[src/logic/raster_consts.svh]
`ifndef RASTER_CONSTS_SVH
`define RASTER_CONSTS_SVH

// frame buffer geometry in pixels
`define RASTER_SCREEN_W 640
`define RASTER_SCREEN_H 480

// pixels the sink can hold before returning credits
`define RASTER_CREDITS 4

// each pixel slot is 8 bytes wide
`define RASTER_PIXEL_SHIFT 3

`endif

[src/logic/raster_pkg.sv]
package raster_pkg;

    // integer pixel coordinate, signed so off-screen vertices work
    typedef logic signed [15:0] coord_t;

    // edge function values, coefficients and doubled area
    typedef logic signed [31:0] edge_t;

    typedef logic [25:0] pixel_addr_t; // frame buffer byte address
    typedef logic [23:0] color_t;      // packed rgb
    typedef logic [2:0]  credit_t;     // holds 0 to RASTER_CREDITS

    typedef enum logic [2:0] {
        RS_IDLE,
        RS_SETUP,
        RS_WALK,
        RS_DRAIN,
        RS_DONE
    } raster_state_t;

endpackage

[src/logic/scan_walker.sv]
`timescale 1ns/1ps

module scan_walker (
    input  logic               clock,
    input  logic               reset,
    input  logic               setup_go,
    input  logic               advance,
    input  raster_pkg::coord_t box_min_x,
    input  raster_pkg::coord_t box_min_y,
    input  raster_pkg::coord_t box_max_x,
    input  raster_pkg::coord_t box_max_y,
    output raster_pkg::coord_t sample_x,
    output raster_pkg::coord_t sample_y,
    output logic               sample_valid,
    output logic               sample_last
);
    import raster_pkg::*;

    logic row_end;

    assign row_end     = (sample_x == box_max_x);
    assign sample_last = sample_valid && row_end && (sample_y == box_max_y);

    // raster order, left to right then top to bottom
    always_ff @(posedge clock or negedge reset) begin
        if (!reset) begin
            sample_valid <= 1'b0;
            sample_x     <= '0;
            sample_y     <= '0;
        end else if (setup_go) begin
            sample_valid <= 1'b1;
            sample_x     <= box_min_x;
            sample_y     <= box_min_y;
        end else if (advance && sample_valid) begin
            if (sample_last) begin
                sample_valid <= 1'b0; // box exhausted
            end else if (row_end) begin
                sample_x <= box_min_x;
                sample_y <= sample_y + coord_t'(1);
            end else begin
                sample_x <= sample_x + coord_t'(1);
            end
        end
    end

endmodule

[config.mk]
export PLATFORM = sky130hd
export DESIGN_NAME = scan_walker
export DESIGN_NICKNAME = d
export VERILOG_FILES = /design/src/logic/raster_consts.svh /design/src/logic/raster_pkg.sv /design/src/logic/scan_walker.sv
export SDC_FILE = /design/constraint.sdc
export NUM_CORES = 1
export LEC_CHECK = 0
export BUFFER_PORTS_ARGS = -buffer_cell sky130_fd_sc_hd__buf_2
export CELL_PAD_IN_SITES_DETAIL_PLACEMENT = 2
export CELL_PAD_IN_SITES_GLOBAL_PLACEMENT = 2
export CORE_MARGIN = 3
export CORE_UTILIZATION = 30
export DETAILED_ROUTE_END_ITERATION = 8
export PLACE_DENSITY_LB_ADDON = 0.1
export SETUP_SLACK_MARGIN = 0.3
export SLEW_MARGIN = 15
export SYNTH_ARGS = -nofsm -noshare
export SYNTH_HDL_FRONTEND = slang
export SYNTH_SLANG_ARGS = --single-unit
[constraint.sdc]
create_clock -name clock -period 4.8 [get_ports clock]
set_input_delay 0.96 -clock clock [delete_from_list [all_inputs] [get_ports clock]]
set_output_delay 0.96 -clock clock [all_outputs]
set_load 0.05 [all_outputs]
======== After elaboration in Yosys (flattened, before gate mapping) ========
Index checks and enable logic that the tools add are counted.
operators by class
  multiplexer cells ....................... 11
  equality and inequality tests ........... 3
  reduce and logical (&&, ||, !) cells .... 9
  $add $sub $neg .......................... 2
operator list
  cell                     number
  $mux W16                 8
  $add A16 B2 Y16 const B  2
  $eq A16 B16 Y1           2
  $reduce_bool A2 Y1       3
  $reduce_and A2 Y1        2
  $logic_and A1 B1 Y1      3
  $mux W1                  3
  $reduce_and A3 Y1        1
  $ne A2 B2 Y1 const B     1
word-level totals
  bits in registers ....................... 33

======== Logic depth before layout (Yosys ltp) ========
Gate-level depths: netlist (run 1).
  word-level depth ........................ 6
  gate-level depth with buffers ........... 8
  depth with buffers taken out ............ 7

======== Worst setup path before layout (run 1) ========
Ideal clock, no wire load.
  path type ............................... in2out
  start ................................... in box_max_y[4]
  end ..................................... out sample_last
  slack ................................... 1.390 ns
  path buffers ............................ 0
  arrival ................................. 2.450 ns
  data required time ...................... 3.840 ns
  stages .................................. 4
  cells stage by stage .................... xor2_1 or4_4 nor4_4 and3_1
on the way
  word-level cells in the longest chain between the ends .. 2
ends and longest elaborated chain
  item                 line               source
  start: declaration   scan_walker.sv:11  input raster_pkg::coord_t box_max_y,
  $eq A16 B16 Y1       scan_walker.sv:22  assign sample_last = sample_valid && row_end && (sample_y == box_max_y);
  $logic_and A1 B1 Y1  scan_walker.sv:22
  end: declaration     scan_walker.sv:15  output logic sample_last
No other way between the ends.

======== Worst setup path in the final report (run 1) ========
  start ................................... in box_max_x[15]
  end ..................................... out sample_last
on the way
  word-level cells in the longest chain between the ends .. 3
ends and longest elaborated chain
  item                               line               source
  start: declaration                 scan_walker.sv:10  input raster_pkg::coord_t box_max_x,
  $eq A16 B16 Y1                     scan_walker.sv:21  assign row_end = (sample_x == box_max_x);
  $logic_and A1 B1 Y1 (2 in series)  scan_walker.sv:22
No other way between the ends.

==> qor.yml, run 1 <==
fin_nets: 477
worstSkewPairLatency_ns: 0.29
drive_above_1_share_pct: 29.4
port_buffers: 101
synth_top_area_cell: "dfrtp_1"
via_count: 2879
cp_cell_sequence: "buf_2 -> xor2_1 -> nor4_1 -> and4_1 -> and3_1 -> buf_2"
start_util_pct: 31.3
period_share_pct: 75.5
period_needed_ns: 3.62
grt_start_max_net_pins: 34
placed_area_mm2: 0.00320
critPathMostFrequentCell: "buf_2"
numCtsBuffers: 5
finalInstanceArea_mm2: 0.00332
outcome: "finished clean"
synthesis.nets: 381
ir_drop_v: 0.000125
antenna_found_initial: 0
yosysMostFrequentCell: "dfrtp_1"
syn_inst: 311
rows: 33
htreeDepth: 2
post_cts_buffers: 0
clockBufferDepth: 2
timing.final.ws_setup_ns: 1.18
drv_cap: 0
fp.dieW_um: 99.2
synthTopCellsByArea: "dfrtp_1, xor2_1, mux2i_1, xnor2_1, nand3_1"
fp.dieH_um: 99.2
end_kind: "output pin"
core-area_mm2: 0.00834
worstSetupPathType: "in2out"
synthArstFlopShare_pct: 100
worstPathRequired_ns: 3.84
grt_pass1_wl_um: 16400
drc: 0
slowest_delay_ns: 0.57
critPathMaxFanout: 4
synthToLayoutAreaGrowth_pct: 27.4
ios: 102
root_buffer: "clkbuf_8"
min_path_type: "reg2reg"
synth_top_cell_area_share_pct: 31.7
rsz0062_at_grt: "no"
slew_headroom_pct: 21.9
crit_family: "simple AND/OR/NAND/NOR gates"
cp_slowest_cell: "nor4_1"
yosys_most_used_dff: "dfrtp_1"
synth_area_per_cell_um2: 8.38
fin_setup_tns_ns: 0
cts.sinks: 33
p_leak_nw: 1.47
antenna_left: 0
routabilityCongestion: 0.792
yosysWarnings: 0
p_per_area_mw_per_mm2: 301
n_antenna_cell: 0
setup_viol: 0
worst_slew_pin_slew_ns: 1.14
post_cts_resized: 0
synth-edff-count: 0
routed_wirelength_um: 10300
cts.clk_slew.worst_paths_ns: 0.08
pre_cts_ws_ns: 1.17
hold_viol: 0
cts_tree: "done"
worst_setup_path_start_kind: "input pin"
yosysUniqueCellTypes: 51
maxSlewViolCount: 0
synth_area_mm2: 0.00261
synth.ff_latch_count: 33
total_power_mw: 0.998
drtIter0Drc: 88
hpwl_um: 7940
ys_seq_area_share_pct: 31.7
grt_usage_pct: 20.9
finClkSkew_ns: 0.00864
ys_top_cells_by_count: "dfrtp_1, nor2_1, nand2_1"
fmax_mhz: 276
holdBufCountCts: 0
gr-total-overflow: 0
wl_per_cell_um: 20.0
arrival_ns: 2.66
detail_route.first_pass.iterations: 4
vias_per_cell: 5.61
die-area_mm2: 0.00985
path_buf_inv: 2
first_global_vias: 3083
worst register-to-register path: cells and delay by family (launching register included):
| kind | cells | cell delay (ns) |
|---|---|---|
| compound gates | 2 | 1.11 |
| xor+xnor | 2 | 0.39 |
| flops | 1 | 0.49 |
| simple gates | 2 | 1.00 |
power breakdown:
group / internal, mW / total, mW / switching, mW
combinational: 0.112 / 0.347 / 0.235
sequential: 0.306 / 0.365 / 0.0588
clock: 0.169 / 0.287 / 0.118
total: 0.587 / 0.998 / 0.411
final timing paths:
kind,from,to,slack (ns),cells past startpoint
max,box_max_x[15],sample_last,1.18,6
min,sample_x[1],sample_x[1],0.62,2
max reg2reg,sample_x[10],sample_y[3],1.67,6
min reg2reg,sample_x[1],sample_x[1],0.62,2
max in group asynchronous,reset,sample_x[9],3.51,1
min in group asynchronous,reset,sample_x[3],0.76,1
layout make-up:
cell class	instances	area, um2
inverters	14	52.6
multi-input cells	250	1670
well taps	105	131
clock buffers	6	82.6
repair buffers	103	520
flip-flops and latches	33	826
fillers	995	5020
clock inverters	2	37.5
registers in the layout, summed over array words and instances (netlist names):
| name | cells |
|---|---|
| sample_valid | 1 |
| sample_x | 16 |
| sample_y | 16 |
cells in the final DEF (no fill, tap or decap), types with 6 or more instances in the layout:
cell type,n
mux2i_1,13
nand2_1,27
nor3_1,7
xor2_1,22
o22ai_1,8
nand3_1,21
nand2b_1,7
clkbuf_8,6
xnor2_1,13
a31oi_1,6
nor4_1,11
nand4_1,8
inv_1,14
o21ai_0,11
nor2_1,28
dfrtp_1,33
buf_2,101
routing by layer:
metal | wire, um | part of all wire (%) | GRT usage, % | vias up
li1 | - | - | - | 1346
met1 | 4860 | 47 | 29.4 | 1457
met2 | 4900 | 48 | 34.8 | 69
met3 | 425 | 4.1 | 2.95 | 7
met4 | 61 | 0.59 | 2.84 | 0
met5 | 0 | 0 | 0 | -
kinds of logic after synthesis:
logic type	Yosys count	share of synthesized area, %
XOR/XNOR	35	11.8
flip-flops	33	31.7
multiplexers	15	5.85
adder cells (fa/ha/maj)	2	0.960
AO/OA/AOI/OAI	65	17.9
AND/OR/NAND/NOR	133	27.1
buffers and inverters	28	4.75
stage by stage:
stage / std cells / hold slack (ns) / util (%)
after floorplan: 311 / 0.664 / -
after global placement: 505 / 0.577 / 38.4
after detailed placement: 505 / 0.595 / 38.4
after CTS: 513 / 0.612 / 39.8
after global routing: 513 / 0.656 / 39.8
final: 513 / 0.622 / 39.8
No activity file was read; power rests on OpenSTA's default activity.
==> run 2, diff against run 1 <==
Settings changed: CORE_UTILIZATION 30 to 25.
Clock period 4.8 ns to 3.08 ns, I/O delays scaled along.
==> run 2 against run 1 <==
Combinational power is 69% higher; highest routed layer unchanged; sequential cell count stayed put; power is 51% higher; cell count is 9.7% higher; non-clock buffer count is 22 higher; register-to-register slack worse by 1.3 ns; worst hold slack worse by 0.20 ns; global-route usage is 1.6 points lower; setup slack worse by 0.85 ns.
==> qor.yml, run 2 (synthesis gave the netlist of run 1 again) <==
core-area_mm2: 0.00995  # +19%
maxSlewViolCount: 0  # unchanged
finalCoreUtilization_pct: 35.6  # -4.2 points
htreeDepth: 2  # unchanged
synthToLayoutAreaGrowth_pct: 35.8
drc: 0  # unchanged
arrival_ns: 2.14  # -0.52 ns
n_antenna_cell: 0  # unchanged
via_count: 2920  # +1.4%
p_per_area_mw_per_mm2: 426  # +42%
grt_start_max_net_pins: 34  # unchanged
placed_area_mm2: 0.00338  # +5.6%
drv_cap: 0  # unchanged
worstSetupPathType: "in2out"
die-area_mm2: 0.0117  # +19%
routed_wirelength_um: 10900  # +6.1%
antenna_left: 0  # unchanged
ir_drop_v: 0.000162  # +29%
p_leak_nw: 1.58  # +7.2%
rsz0062_at_grt: "yes"
slew_headroom_pct: 40.5  # +19 points
period_needed_ns: 2.76
reg.largest.list: "sample_x (16), sample_y (16), sample_valid (1)"
cts_tree: "done"
critPathMaxFanout: 3  # -1
drive_above_1_share_pct: 34.7  # +5.2 points
most-common-layout-cells: "buf_2, dfrtp_1, nor2_1"
layout.cells.most_common: "buf_2"
vias_per_cell: 5.19  # -7.6%
fin_setup_tns_ns: 0  # unchanged
port_buffers: 101  # unchanged
worstPathRequired_ns: 2.46  # -1.38 ns
routabilityCongestion: 0.835  # +5.4%
holdBufCountCts: 0  # unchanged
fp.dieW_um: 108  # +9.0%
start_util_pct: 26.2  # -5.1 points
grt_usage_pct: 19.3  # -1.6 points
total_power_mw: 1.51  # +51%
detail_route.first_pass.iterations: 4  # unchanged
finalInstanceArea_mm2: 0.00354  # +6.7%
clockBufferDepth: 2  # unchanged
setup_viol: 0  # unchanged
min_path_type: "in2async"
ios: 102  # unchanged
root_buffer: "clkbuf_8"
wl_per_cell_um: 19.3  # -3.3%
drtIter0Drc: 83  # -5.7%
numCtsBuffers: 5  # unchanged
first_global_vias: 3245  # +5.3%
nFillCells: 1172  # +18%
antenna_found_initial: 0  # unchanged
period_share_pct: 89.5
hpwl_um: 8560  # +7.9%
worst_setup_path_start_kind: "input pin"
hold_viol: 0  # unchanged
fp.dieH_um: 108  # +9.0%
rows: 36  # +9.1%
fmax_mhz: 363
cts.clk_slew.worst_paths_ns: 0.08  # about the same
finClkSkew_ns: 0.0114  # +0.00278 ns
worst_slew_pin_slew_ns: 0.870  # -0.271 ns
end_kind: "output pin"
worstSkewPairLatency_ns: 0.29  # about the same
gr-total-overflow: 0  # unchanged
outcome: "finished clean"
grt_pass1_wl_um: 17600  # +7.3%
fin_nets: 499  # +4.6%
cts.sinks: 33  # unchanged
## run 2: cell count changes in the layout (fill, tap and decap cells not counted), sizes merged
| cell | before | now |
|---|---|---|
| clkinv | 0 | 2 |
| buf | 103 | 125 |
| bufinv | 1 | 0 |
| clkinvlp | 1 | 0 |
## run 2: per-stage QoR
step                      worst slack, ns  instances  hold slack [ns]
final                               0.323        563            0.425
after global routing                0.250        563            0.480
after CTS                           0.325        561            0.452
after detailed placement            0.102        552            0.587
after global placement              0.110        552            0.576
after floorplan                     0.337        311            0.320
## run 2: repair_timing
action | CTS | global route
resized for setup | 3 | 8
pin swaps | 2 | 3
endpoints found under the setup margin | 1 | 3
buffers inserted | 1 | 2
## run 2: worst paths after layout
check	slack, ns	start	depth (start not counted)	end
hold reg to reg	0.61	sample_x[1]	2	sample_x[1]
setup reg to reg	0.41	sample_x[10]	9	sample_y[3]
min in group clock	0.53	box_min_y[1]	3	sample_y[1]
hold / removal	0.43	reset	1	sample_y[8]
max in group asynchronous	2.07	reset	1	sample_y[11]
setup / recovery	0.32	box_max_y[4]	6	sample_last
## run 2: routing by layer
metal,track usage (%),vias to the layer above,part of all wire [%]
li1,-,1389,-
met1,27.7,1465,49
met2,30.7,62,47
met3,3.16,4,4.0
met4,3.79,0,0.52
met5,0,-,0
## run 2: cell type report
type	instances	area [um2]	area share, %
Multi-Input combinational cell	250	1700	48.1
Sequential cell	33	827	23.3
Timing Repair Buffer	125	696	19.6
Tap cell	133	166	4.70
Clock buffer	6	82.6	2.33
Inverter	14	52.6	1.48
Clock inverter	2	13.8	0.389
## run 2: report_power, final
part	internal [mW]	switching, mW
registers	0.478	0.0770
logic	0.197	0.391
clock network	0.182	0.186
## run 2: worst max-delay path, stage by stage
cell	delay, ns
buf_2	0.11
xor2_2	0.18
or4_4	0.53
nor4_4	0.29
and3_4	0.27
buf_8	0.15
==> run 3, diff against run 2 <==
Settings changed: BUFFER_PORTS_ARGS -buffer_cell sky130_fd_sc_hd__buf_2 to -buffer_cell sky130_fd_sc_hd__buf_4, CORE_UTILIZATION 25 to 27.
Clock period 3.08 ns to 3 ns, I/O delays scaled along.
==> run 3 against run 2 <==
Clock-buffer cell count is 1 lower; largest power group unchanged; clock skew shrank 0.0042 ns; cell area rose by 6.5%; sequential power grew 3%; worst hold slack worse by 0.16 ns; setup slack improved by 0.00057 ns; die area is 7.0% lower; non-clock buffer count rose by 1; critical path type is now reg2out; sequential cell count did not move; core utilization rose by 4.8 points.
==> qor.yml, run 3 (synthesis gave the netlist of run 1 again) <==
outcome: "finished clean"
most-common-layout-cells: "buf_4, dfrtp_1, nor2_1"
fin_setup_tns_ns: 0  # unchanged
routed_wirelength_um: 10900  # -0.10%
p_leak_nw: 1.66  # +5.5%
setup_viol: 0  # unchanged
rows: 35  # -2.8%
core-area_mm2: 0.00933  # -6.3%
drive_above_1_share_pct: 34.1  # -0.54 points
root_buffer: "clkbuf_8"
drv_cap: 0  # unchanged
n_antenna_cell: 0  # unchanged
start_util_pct: 28.0  # +1.8 points
via_count: 2896  # -0.82%
end_kind: "output pin"
drtIter0Drc: 94  # +13%
p_per_area_mw_per_mm2: 416  # -2.4%
grt_pass1_wl_um: 17700  # +0.55%
finClkSkew_ns: 0.00725  # -0.00417 ns
slowest_delay_ns: 0.54  # about the same
antenna_left: 0  # unchanged
finalInstanceArea_mm2: 0.00377  # +6.5%
hold_viol: 0  # unchanged
routabilityCongestion: 0.794  # -4.9%
grt_usage_pct: 20.1  # +0.84 points
crit_family: "simple AND/OR/NAND/NOR gates"
period_share_pct: 89.2
drc: 0  # unchanged
worstSetupPathType: "reg2out"
placed_area_mm2: 0.00365  # +7.9%
fp.dieW_um: 104  # -3.6%
hpwl_um: 8510  # -0.56%
fmax_mhz: 374
holdBufCountCts: 0  # unchanged
vias_per_cell: 5.17  # -0.29%
wl_per_cell_um: 19.4  # +0.43%
detail_route.first_pass.iterations: 4  # unchanged
antenna_found_initial: 0  # unchanged
worst_setup_path_start_kind: "register"
period_needed_ns: 2.68
critPathMaxFanout: 3  # unchanged
worst_slew_pin_slew_ns: 0.637  # -0.234 ns
port_buffers: 101  # unchanged
arrival_ns: 2.08  # -0.06 ns
synthToLayoutAreaGrowth_pct: 44.6
slew_headroom_pct: 56.5  # +16 points
cts.clk_slew.worst_paths_ns: 0.08  # about the same
cp_cell_sequence: "xor2_1 -> or4_4 -> nor4_4 -> and3_4 -> buf_6"
clockBufferDepth: 2  # unchanged
cts_tree: "done"
rsz0062_at_grt: "yes"
reg.largest.list: "sample_x (16), sample_y (16), sample_valid (1)"
gr-total-overflow: 0  # unchanged
cts.sinks: 33  # unchanged
numCtsBuffers: 5  # unchanged
cp_slowest_cell: "or4_4"
grt_start_max_net_pins: 34  # unchanged
layout.cells.most_common: "buf_4"
htreeDepth: 2  # unchanged
min_path_type: "in2async"
ir_drop_v: 0.000187  # +16%
die-area_mm2: 0.0109  # -7.0%
path_buf_inv: 1  # -1
ios: 102  # unchanged
worstSkewPairLatency_ns: 0.29  # about the same
fin_nets: 500  # +0.20%
first_global_vias: 3238  # -0.22%
maxSlewViolCount: 0  # unchanged
worstPathRequired_ns: 2.40  # -0.06 ns
fp.dieH_um: 104  # -3.6%
## run 3: what timing repair did
item	CTS	global route
setup buffers	2	0
resized for setup	2	3
pin swaps	1	0
hold endpoints to repair	0	0
setup endpoints to repair	1	4
## run 3: cell type report
cell class,count,area [um2]
clock buffer,5,68.8
sequential,33,826
tap,129,161
clock inverter,3,17.5
fill,1076,5560
timing repair buffer,126,950
inverter,14,52.6
multi-input combinational,250,1700
## run 3: worst paths after layout
check / start / endpoint / slack, ns / depth (start not counted)
min: reset / sample_x[1] / 0.27 / 1
max: sample_y[4] / sample_last / 0.32 / 5
min in group clock: box_min_y[3] / sample_y[3] / 0.53 / 3
max in group asynchronous: reset / sample_y[0] / 2.40 / 1
min reg2reg: sample_x[1] / sample_x[1] / 0.62 / 2
max reg2reg: sample_y[4] / sample_x[15] / 0.43 / 8
## run 3: stage by stage
step | std cells | utilization [%] | setup WS (ns) | hold slack [ns] | power, mW
floorplan | 311 | - | 0.315 | 0.304 | 0.944
global placement | 550 | 39.1 | 0.0632 | 0.589 | 1.21
detailed placement | 550 | 39.1 | 0.138 | 0.597 | 1.22
CTS | 560 | 40.3 | 0.320 | 0.281 | 1.58
global route | 560 | 40.4 | 0.254 | 0.293 | 1.66
finish | 560 | 40.4 | 0.324 | 0.267 | 1.57
## run 3: where the power goes
part           total, mW  internal [mW]  switching (mW)
Combinational      0.647          0.249           0.398
Sequential         0.572          0.490          0.0818
Clock              0.350          0.161           0.189
Total               1.57          0.900           0.669
## run 3: metal layers
metal	wire (um)	global-route usage, %	up-vias
li1	-	-	1388
met1	5380	29.3	1446
met2	5100	32.1	57
met3	335	3.04	5
met4	54	2.85	0
met5	0	0	-
